[config.mk]
export PLATFORM = sky130hd
export DESIGN_NAME = ciu_regs_top
export DESIGN_NICKNAME = d
export VERILOG_FILES = /design/src/hw/ciu_regs_pkg.sv /design/src/hw/ciu_req_arbiter.sv /design/src/hw/ciu_regs_fsm.sv /design/src/hw/ciu_l2_cfg_regs.sv /design/src/hw/ciu_regs_top.sv
export SDC_FILE = /design/constraint.sdc
export NUM_CORES = 1
export LEC_CHECK = 0
export BUFFER_PORTS_ARGS = -buffer_cell sky130_fd_sc_hd__clkbuf_2
export CORE_AREA = 2 2 150 152
export CTS_BUF_LIST = sky130_fd_sc_hd__clkbuf_16
export DETAILED_ROUTE_END_ITERATION = 12
export DIE_AREA = 0 0 152 154
export PLACE_DENSITY = 0.62
export SETUP_SLACK_MARGIN = 0.1
export SLEW_MARGIN = 10
export SYNTH_ARGS = -nofsm -noshare
export SYNTH_HDL_FRONTEND = slang
export SYNTH_HIERARCHICAL = 1
export SYNTH_SLANG_ARGS = --single-unit
[constraint.sdc]
create_clock -name ccr2_clk -period 3.8 [get_ports ccr2_clk]
set_input_delay 0.38 -clock ccr2_clk [delete_from_list [all_inputs] [get_ports ccr2_clk]]
set_output_delay 0.38 -clock ccr2_clk [all_outputs]
set_load 0.02 [all_outputs]
[src/hw/ciu_regs_pkg.sv]
// Shared widths, indexes and field layouts; data is fixed at 64 bits and at most four requesters
package ciu_regs_pkg;

  //==========================================================================
  // Widths
  //==========================================================================
  localparam int DATA_W      = 64;
  localparam int NUM_REQ_MAX = 4;
  localparam int IPRF_W      = 2;
  localparam int LTNCY_W     = 3;

  // CSR update operations where code 3 writes zero
  typedef enum logic [1:0] {
    CSR_RW = 2'd0,
    CSR_RS = 2'd1,
    CSR_RC = 2'd2
  } csr_op_e;

  // Shared register indexes
  typedef enum logic [3:0] {
    IDX_CCR2  = 4'd0,
    IDX_HINT2 = 4'd1,
    IDX_CER2  = 4'd2,
    IDX_EIR2  = 4'd3
  } reg_idx_e;

  typedef enum logic [1:0] {
    ST_IDLE  = 2'b00,
    ST_READ  = 2'b01,
    ST_WRITE = 2'b10
  } fsm_state_e;

  // One register operation from a requester
  typedef struct packed {
    logic                write;
    csr_op_e             csr_op;
    reg_idx_e            idx;
    logic [DATA_W-1:0]   wdata;
  } reg_req_t;

  //==========================================================================
  // CCR2 layout
  //==========================================================================
  typedef struct packed {
    logic               tprf;
    logic [IPRF_W-1:0]  iprf;
    logic               tsetup;
    logic [LTNCY_W-1:0] tltncy;
    logic               dsetup;
    logic [LTNCY_W-1:0] dltncy;
  } l2_ram_cfg_t;

  localparam int CCR2_TPRF_BIT   = 31;
  localparam int CCR2_IPRF_LSB   = 29;
  localparam int CCR2_TSETUP_BIT = 25;
  localparam int CCR2_TLTNCY_LSB = 22;
  localparam int CCR2_DSETUP_BIT = 19;
  localparam int CCR2_DLTNCY_LSB = 16;
  // Constant ones for inclusive and L2 enable
  localparam int CCR2_L2E_BIT    = 3;
  localparam int CCR2_INCL_BIT   = 0;

  localparam logic [LTNCY_W-1:0] LTNCY_RST = 3'd1;

  localparam l2_ram_cfg_t CCR2_CFG_RST = '{
    tprf:   1'b0,
    iprf:   '0,
    tsetup: 1'b0,
    tltncy: LTNCY_RST,
    dsetup: 1'b0,
    dltncy: LTNCY_RST
  };

  //==========================================================================
  // CHR2 layout from bit 10 down to bit 0
  //==========================================================================
  typedef struct packed {
    logic       so_ostd_dis;
    logic       global_icg_en;
    logic       sysio_icg_en;
    logic       apbif_icg_en;
    logic       l2c_icg_en;
    logic       dvm_dis;
    logic       sf_dis;
    logic [1:0] rsvd;          // stored but drives nothing
    logic       ciu_icg_en;
    logic       bar_dis;
  } hint_cfg_t;

  localparam int HINT_W = $bits(hint_cfg_t);

endpackage

[src/hw/ciu_req_arbiter.sv]
// Fixed priority where the highest index wins; the owner must hold sel until its cmplt
`timescale 1ns/10ps
module ciu_req_arbiter #(
  parameter int NUM_REQ = ciu_regs_pkg::NUM_REQ_MAX
) (
  input  logic                   ccr2_clk,
  input  logic                   cpurst_b,
  input  logic [NUM_REQ-1:0]     sel,
  input  ciu_regs_pkg::reg_req_t req [NUM_REQ],
  input  logic                   accept,
  output logic [NUM_REQ-1:0]     grant,
  output ciu_regs_pkg::reg_req_t cur_req,
  output logic                   req_vld
);

  logic [NUM_REQ-1:0] pri_grant;
  logic [NUM_REQ-1:0] grant_q;
  logic               owner_busy;

  // Later iterations override so the top active index wins
  always_comb
  begin
    pri_grant = '0;
    for (int i = 0; i < NUM_REQ; i++)
    begin
      if (sel[i])
      begin
        pri_grant    = '0;
        pri_grant[i] = 1'b1;
      end
    end
  end

  // Owner keeps sel high through its cmplt cycle
  assign owner_busy = |(grant_q & sel);
  assign grant      = owner_busy ? grant_q : pri_grant;
  assign req_vld    = |grant;

  // Grant captured on accept and dropped once the owner lets go of sel
  always_ff @(posedge ccr2_clk or negedge cpurst_b)
  begin
    if (!cpurst_b)
      grant_q <= '0;
    else if (accept)
      grant_q <= grant;
    else if (!owner_busy)
      grant_q <= '0;
  end

  // Granted request onto the shared path
  always_comb
  begin
    cur_req = '0;
    for (int i = 0; i < NUM_REQ; i++)
    begin
      if (grant[i])
        cur_req = req[i];
    end
  end

endmodule

[src/hw/ciu_regs_fsm.sv]
// One transaction at a time; reads finish in the read state and writes one cycle later
`timescale 1ns/10ps
module ciu_regs_fsm (
  input  logic ccr2_clk,
  input  logic cpurst_b,
  input  logic req_vld,
  input  logic write,
  output logic accept,
  output logic wen,
  output logic done
);

  ciu_regs_pkg::fsm_state_e cur_state;
  ciu_regs_pkg::fsm_state_e next_state;
  logic                     st_idle;
  logic                     st_read;
  logic                     st_write;

  //==========================================================================
  // State register
  //==========================================================================
  always_ff @(posedge ccr2_clk or negedge cpurst_b)
  begin
    if (!cpurst_b)
      cur_state <= ciu_regs_pkg::ST_IDLE;
    else
      cur_state <= next_state;
  end

  always_comb
  begin
    case (cur_state)
      ciu_regs_pkg::ST_IDLE:
      begin
        if (req_vld)
          next_state = ciu_regs_pkg::ST_READ;
        else
          next_state = ciu_regs_pkg::ST_IDLE;
      end
      ciu_regs_pkg::ST_READ:
      begin
        // Writes take one more cycle
        if (write)
          next_state = ciu_regs_pkg::ST_WRITE;
        else
          next_state = ciu_regs_pkg::ST_IDLE;
      end
      ciu_regs_pkg::ST_WRITE:
      begin
        next_state = ciu_regs_pkg::ST_IDLE;
      end
      default:
      begin
        next_state = ciu_regs_pkg::ST_IDLE;
      end
    endcase
  end

  //==========================================================================
  // Outputs
  //==========================================================================
  assign st_idle  = (cur_state == ciu_regs_pkg::ST_IDLE);
  assign st_read  = (cur_state == ciu_regs_pkg::ST_READ);
  assign st_write = (cur_state == ciu_regs_pkg::ST_WRITE);

  assign accept = st_idle & req_vld;
  // Register update lands on the edge that ends the read cycle
  assign wen    = st_read & write;
  assign done   = write ? st_write : st_read;

endmodule

[src/hw/ciu_l2_cfg_regs.sv]
// Only CCR2 and CHR2 hold state; CER2, EIR2 and unknown indexes read zero and drop writes
`timescale 1ns/10ps
module ciu_l2_cfg_regs (
  input  logic                              ccr2_clk,
  input  logic                              cpurst_b,
  input  ciu_regs_pkg::reg_req_t            cur_req,
  input  logic                              accept,
  input  logic                              wen,
  output logic [ciu_regs_pkg::DATA_W-1:0]   rdata,
  output ciu_regs_pkg::l2_ram_cfg_t         ram_cfg,
  output ciu_regs_pkg::hint_cfg_t           hint_cfg
);

  logic [ciu_regs_pkg::DATA_W-1:0] ccr2_img;
  logic [ciu_regs_pkg::DATA_W-1:0] chr2_img;
  logic [ciu_regs_pkg::DATA_W-1:0] reg_dout;
  logic [ciu_regs_pkg::DATA_W-1:0] rdata_q;
  logic [ciu_regs_pkg::DATA_W-1:0] wdata_final;
  ciu_regs_pkg::l2_ram_cfg_t       ccr2_q;
  ciu_regs_pkg::hint_cfg_t         chr2_q;
  logic                            ccr2_wen;
  logic                            chr2_wen;

  //==========================================================================
  // Read images and index mux
  //==========================================================================
  always_comb
  begin
    ccr2_img                                = '0;
    ccr2_img[ciu_regs_pkg::CCR2_INCL_BIT]   = 1'b1;
    ccr2_img[ciu_regs_pkg::CCR2_L2E_BIT]    = 1'b1;
    ccr2_img[ciu_regs_pkg::CCR2_TPRF_BIT]   = ccr2_q.tprf;
    ccr2_img[ciu_regs_pkg::CCR2_IPRF_LSB +: ciu_regs_pkg::IPRF_W]    = ccr2_q.iprf;
    ccr2_img[ciu_regs_pkg::CCR2_TSETUP_BIT] = ccr2_q.tsetup;
    ccr2_img[ciu_regs_pkg::CCR2_TLTNCY_LSB +: ciu_regs_pkg::LTNCY_W] = ccr2_q.tltncy;
    ccr2_img[ciu_regs_pkg::CCR2_DSETUP_BIT] = ccr2_q.dsetup;
    ccr2_img[ciu_regs_pkg::CCR2_DLTNCY_LSB +: ciu_regs_pkg::LTNCY_W] = ccr2_q.dltncy;
  end

  assign chr2_img = {{(ciu_regs_pkg::DATA_W - ciu_regs_pkg::HINT_W){1'b0}}, chr2_q};

  always_comb
  begin
    case (cur_req.idx)
      ciu_regs_pkg::IDX_CCR2:  reg_dout = ccr2_img;
      ciu_regs_pkg::IDX_HINT2: reg_dout = chr2_img;
      // CER2 and EIR2 have no error sources behind them
      default:                 reg_dout = '0;
    endcase
  end

  // Old value captured at acceptance
  always_ff @(posedge ccr2_clk or negedge cpurst_b)
  begin
    if (!cpurst_b)
      rdata_q <= '0;
    else if (accept)
      rdata_q <= reg_dout;
  end

  assign rdata = rdata_q;

  //==========================================================================
  // Read-modify-write
  //==========================================================================
  always_comb
  begin
    case (cur_req.csr_op)
      ciu_regs_pkg::CSR_RW: wdata_final = cur_req.wdata;
      ciu_regs_pkg::CSR_RS: wdata_final = rdata_q | cur_req.wdata;
      ciu_regs_pkg::CSR_RC: wdata_final = rdata_q & ~cur_req.wdata;
      default:              wdata_final = '0;
    endcase
  end

  assign ccr2_wen = wen & (cur_req.idx == ciu_regs_pkg::IDX_CCR2);
  assign chr2_wen = wen & (cur_req.idx == ciu_regs_pkg::IDX_HINT2);

  // CCR2 fields without the reserved bits
  always_ff @(posedge ccr2_clk or negedge cpurst_b)
  begin
    if (!cpurst_b)
      ccr2_q <= ciu_regs_pkg::CCR2_CFG_RST;
    else if (ccr2_wen)
    begin
      ccr2_q.tprf   <= wdata_final[ciu_regs_pkg::CCR2_TPRF_BIT];
      ccr2_q.iprf   <= wdata_final[ciu_regs_pkg::CCR2_IPRF_LSB +: ciu_regs_pkg::IPRF_W];
      ccr2_q.tsetup <= wdata_final[ciu_regs_pkg::CCR2_TSETUP_BIT];
      ccr2_q.tltncy <= wdata_final[ciu_regs_pkg::CCR2_TLTNCY_LSB +: ciu_regs_pkg::LTNCY_W];
      ccr2_q.dsetup <= wdata_final[ciu_regs_pkg::CCR2_DSETUP_BIT];
      ccr2_q.dltncy <= wdata_final[ciu_regs_pkg::CCR2_DLTNCY_LSB +: ciu_regs_pkg::LTNCY_W];
    end
  end

  // CHR2 keeps the low eleven bits
  always_ff @(posedge ccr2_clk or negedge cpurst_b)
  begin
    if (!cpurst_b)
      chr2_q <= '0;
    else if (chr2_wen)
      chr2_q <= ciu_regs_pkg::hint_cfg_t'(wdata_final[ciu_regs_pkg::HINT_W-1:0]);
  end

  assign ram_cfg  = ccr2_q;
  assign hint_cfg = chr2_q;

endmodule

[src/hw/ciu_regs_top.sv]
// NUM_REQ is 1 to 4; single clock domain; requesters hold sel and req stable until their cmplt
`timescale 1ns/10ps
module ciu_regs_top #(
  parameter int NUM_REQ = ciu_regs_pkg::NUM_REQ_MAX
) (
  input  logic                            ccr2_clk,
  input  logic                            cpurst_b,
  input  logic [NUM_REQ-1:0]              sel,
  input  ciu_regs_pkg::reg_req_t          req [NUM_REQ],
  output logic [NUM_REQ-1:0]              cmplt,
  output logic [ciu_regs_pkg::DATA_W-1:0] rdata,
  output ciu_regs_pkg::l2_ram_cfg_t       ram_cfg,
  output ciu_regs_pkg::hint_cfg_t         hint_cfg,
  output logic                            l2c_rst_req
);

  logic [NUM_REQ-1:0]     grant;
  ciu_regs_pkg::reg_req_t cur_req;
  logic                   req_vld;
  logic                   accept;
  logic                   wen;
  logic                   done;

  //==========================================================================
  // Request arbitration
  //==========================================================================
  ciu_req_arbiter #(
    .NUM_REQ (NUM_REQ)
  ) i_arbiter (
    .ccr2_clk (ccr2_clk),
    .cpurst_b (cpurst_b),
    .sel      (sel),
    .req      (req),
    .accept   (accept),
    .grant    (grant),
    .cur_req  (cur_req),
    .req_vld  (req_vld)
  );

  //==========================================================================
  // Controller and register storage
  //==========================================================================
  ciu_regs_fsm i_fsm (
    .ccr2_clk (ccr2_clk),
    .cpurst_b (cpurst_b),
    .req_vld  (req_vld),
    .write    (cur_req.write),
    .accept   (accept),
    .wen      (wen),
    .done     (done)
  );

  ciu_l2_cfg_regs i_cfg_regs (
    .ccr2_clk (ccr2_clk),
    .cpurst_b (cpurst_b),
    .cur_req  (cur_req),
    .accept   (accept),
    .wen      (wen),
    .rdata    (rdata),
    .ram_cfg  (ram_cfg),
    .hint_cfg (hint_cfg)
  );

  // Only the owner of the grant sees completion
  assign cmplt = grant & {NUM_REQ{done}};

  // L2 reset request is high through reset and low after the first edge
  always_ff @(posedge ccr2_clk or negedge cpurst_b)
  begin
    if (!cpurst_b)
      l2c_rst_req <= 1'b1;
    else
      l2c_rst_req <= 1'b0;
  end

endmodule

* Word-level counts from Yosys, hierarchy flattened
Cells that the tools add are included.
W data, S select, Z words.
** Storage, ports and cells
- Register bits :: 61
- Input bits :: 290
- Word-level logic and storage cells :: 57
** Operators by class
- Equality and inequality tests :: 6
- Muxes and demuxes :: 17
- Bitwise logic cells :: 9
- Reduce and logical (&&, ||, !) cells :: 5
** Operators with widths (count)
- $mux W71 :: 4
- $pmux W32 S3 :: 1
- $pmux W32 S2 :: 1
- $and A32 B32 Y32 :: 1
- $not A32 Y32 :: 1
- $or A32 B32 Y32 :: 1
- $mux W4 :: 6
- $and A4 B4 Y4 :: 2
- $reduce_or A4 Y1 :: 2
- $and A1 B1 Y1 :: 4
- $eq A2 B1 Y1 const B :: 2
- $eq A2 B2 Y1 const B :: 2
- $eq A4 B1 Y1 const B :: 1
- $logic_not A2 Y1 :: 2
- $logic_not A4 Y1 :: 1
- $pmux W2 S2 :: 1
- $mux W1 :: 3
- $mux W2 :: 1
- $ne A2 B2 Y1 const B :: 1

* Longest topological paths before layout
- Depth after elaboration :: 12
- Mapped depth :: 11
- Mapped depth without buffers :: 10

* Cells and area by module
The synthesis kept the hierarchy.
** Modules (own cells, without submodules)
- ciu_l2_cfg_regs :: times used 1, cells an instance 236, area an instance 2509.9 µm²
- ciu_req_arbiter :: times used 1, cells an instance 358, area an instance 2363.5 µm²
- ciu_regs_fsm :: times used 1, cells an instance 9, area an instance 98.8 µm²
- ciu_regs_top :: times used 1, cells an instance 6, area an instance 55.1 µm²

* Least setup slack after synthesis
OpenSTA, ideal clock, no wires.
- Kind :: reg-to-reg
- Start point :: reg i_arbiter.grant_q[1]
- End point :: reg i_cfg_regs.chr2_q, in the netlist i_cfg_regs/hint_cfg[1]
- Setup time :: 125 ps
- Data arrival time :: 2595 ps
- Data required time :: 3675 ps
- Slack :: 1079 ps
- Cell stages (with the launch flop) :: 12
- Path through :: dfrtp_1 > or4b_1 > a21oi_2 > a21o_1 > buf_6 > a221oi_1 > o21ai_0 > inv_1 > nor2_1 > and3_4 > buf_6 > mux2_4
** RTL lines
- start: declaration :: RTL line ciu_req_arbiter.sv:17 : logic [NUM_REQ-1:0] grant_q;
- start signal: assignment :: RTL line ciu_req_arbiter.sv:45 : grant_q <= grant;
- end signal: assignment :: RTL line ciu_l2_cfg_regs.sv:101 : chr2_q <= ciu_regs_pkg::hint_cfg_t'(wdata_final[ciu_regs_pkg::HINT_W-1:0]);
- end: declaration :: RTL line ciu_l2_cfg_regs.sv:20 : ciu_regs_pkg::hint_cfg_t chr2_q;

==> summary.md <==
| Metric | Value |
|---|---|
| DR iter-0 viols | `174` |
| Post CTS Setup Buffer Count | `0` |
| Most frequent cells in the layout | `clkbuf_2, dfrtp_1, conb_1, o21ai_0, nand2_1` |
| Largest net degree at the start of global routing | `52` |
| Worst flop-to-flop path startpoint | `i_arbiter/grant_q[1]` |
| Kind of critical path | `register to register` |
| Switch share | `49.1%` |
| Die X | `152 um` |
| CTS tree | `built` |
| ANT nets after route | `0` |
| RSZ-0062 raised after global routing | `false` |
| Register-to-Register Path Depth | `9` |
| Max Slew Vio Count | `0` |
| CP Launch Type | `register` |
| YS warnings | `6` |
| Int Power | `1.66 mW` |
| DIE AREA | `23,400 um2` |
| Met3 usage | `2.96%` |
| Status | `completed` |
| M1 GR Usage | `15.6%` |
| Clock power frac | `14.8%` |
| Most Crowded Layer GR | `met2` |
| PortBufs | `170` |
| Final Hold Viols | `0` |
| Vias after detailed routing | `3,717` |
| Nets | `870` |
| Max FO, Critical Path | `11` |
| Max Cap Viol | `0` |
| Post-DP HPWL | `11,200 um` |
| Fmax | `296 MHz` |
| Fillcell total | `2,425` |
| CTS H-Tree Depth | `2` |
| Routed vias/inst | `4.32` |
| CORE AREA | `21,700 um2` |
| Starting Density | `17.9%` |
| Area grow syn2layout | `27.4%` |
| Fin Setup TNS | `0 ns` |
| Layout cells sized above 1 | `40.4%` |
| Global-route wire length before repair | `21,800 um` |
| CP required | `3.98 ns` |
| FF-to-FF End | `i_cfg_regs/hint_cfg[0]` |
| Combinational share of power | `57.7%` |
| Total congestion overflow | `0` |
| I/O Pins | `381` |
| R2R setup slack | `0.42 ns` |
| Drt total wl | `14,600 um` |
| Layout Skew | `0.00978 ns` |
| Root buffer cell | `clkbuf_16` |
| All-layer global routing usage | `12.1%` |
| Worst Hold Class | `input pin to async pin` |
| Std cell rows | `54` |
| Final setup fails | `0` |
| Post-route cell area | `4960 um2` |
| Final worst-path cycle share | `88.8%` |
| Worst-Margin Slew | `0.705 ns` |
| Tot Pwr | `3.27 mW` |
| Number of global-route vias before repair | `3,633` |
| Mapped Cells | `429` |
| VDD IR max | `0.263 mV` |
| Die Ht | `154 um` |
| First-pass DRT Iterations | `6` |
| Max Root-Sink Buffers | `2` |
| DP Area | `4800 um2` |
| Critical path capture point type | `register` |
| Commonest non-fill, non-tap cell in the layout | `clkbuf_2` |
| Worst-path clk slew | `0.08 ns` |
| Met2 Track Usage GR | `21.3%` |
| Lkg Pwr | `2.39 nW` |
| Syn Std Cell Area | `3890 um2` |
| Sinks on Clock Net | `51` |
| NetSw | `1.60 mW` |
| Wire per inst | `16.9 um` |
| Crit path time final | `3.38 ns` |
| Drt drc | `0` |
| Global placement routability congestion | `0.760` |
| Critical path arrival | `3.56 ns` |
| Syn Area/Cell | `9.07 um2` |
| Total CTS buffers | `5` |
| Ant diodes | `0` |
| Part of the power in registers | `27.6%` |
| PD cells | `659 nW/um2` |
| Initial antenna violation count | `1` |
| Clk_lat worst skew | `0.30 ns` |
| Max-slew headroom | `53.0%` |
==> registers in the layout, summed over array words and instances, names as in the netlist <==
name                 count
l2c_rst_req              1
i_cfg_regs/ram_cfg      11
i_cfg_regs/rdata        22
i_fsm/cur_state          2
i_arbiter/grant_q        4
i_cfg_regs/hint_cfg     11
==> timing repair <==
| item | 4_1_cts | 5_1_grt |
|---|---|---|
| hold buffers | 0 | 0 |
| setup endpoints to repair | 0 | 3 |
| gates resized for setup | 0 | 1 |
==> power by group through the flow <==
stage	Combinational, mW	Sequential, mW	Clock [mW]
3_5_place_dp	1.92	0.905	0
5_1_grt	2.08	0.930	0.520
3_3_place_gp	1.88	0.901	0
6_report	1.88	0.900	0.482
2_1_floorplan	1.11	1.07	0
4_1_cts	1.92	0.897	0.505
==> how the worst max path moves through the flow <==
stage                                         to                  from  slack, ns  cells after the start
final                     i_cfg_regs/hint_cfg[0]  i_arbiter/grant_q[1]       0.42                      9
after global routing                    cmplt[0]  i_arbiter/grant_q[1]       0.19                      9
after detailed placement    i_cfg_regs/rdata[29]                sel[3]       0.26                     11
after CTS                   i_cfg_regs/rdata[29]  i_arbiter/grant_q[1]       0.32                     10
after floorplan           i_cfg_regs/hint_cfg[1]  i_arbiter/grant_q[1]       1.10                     11
after global placement      i_cfg_regs/rdata[23]                sel[3]       0.35                     11
==> metrics by stage <==
stage | instances | utilization [%] | worst slack (ns) | hold WS [ns]
3_5_place_dp | 853 | 22.1 | 0.256 | 0.511
3_3_place_gp | 853 | 22.1 | 0.350 | 0.509
4_1_cts | 861 | 22.8 | 0.317 | 0.236
6_report | 861 | 22.9 | 0.424 | 0.191
5_1_grt | 861 | 22.9 | 0.189 | 0.260
2_1_floorplan | 470 | - | 1.10 | 0.0844
==> worst max-delay path: stages (launching register included) <==
cell and delay [ns]:
dfrtp_1 0.45, or4b_1 0.54, a21oi_2 0.15, a21o_1 0.41, buf_4 0.29, a221oi_2 0.09
o21ai_1 0.36, nor2b_4 0.24, and3_4 0.35, mux2_2 0.37
==> layer usage <==
metal / vias up / part of all wire, %
li1: 1767 / -
met1: 1772 / 44
met2: 168 / 48
met3: 8 / 6.7
met4: 2 / 0.28
met5: - / 0.11
==> cell type report <==
| type | count | area, um2 | area share, % |
|---|---|---|---|
| multi-input combinational | 308 | 2090 | 42.2 |
| sequential | 51 | 1280 | 25.8 |
| timing repair buffer | 188 | 986 | 19.9 |
| tap | 280 | 350 | 7.07 |
| clock buffer | 5 | 125 | 2.52 |
| inverter | 26 | 97.6 | 1.97 |
| clock inverter | 3 | 27.5 | 0.555 |
Power figures use the tool's default switching activity.
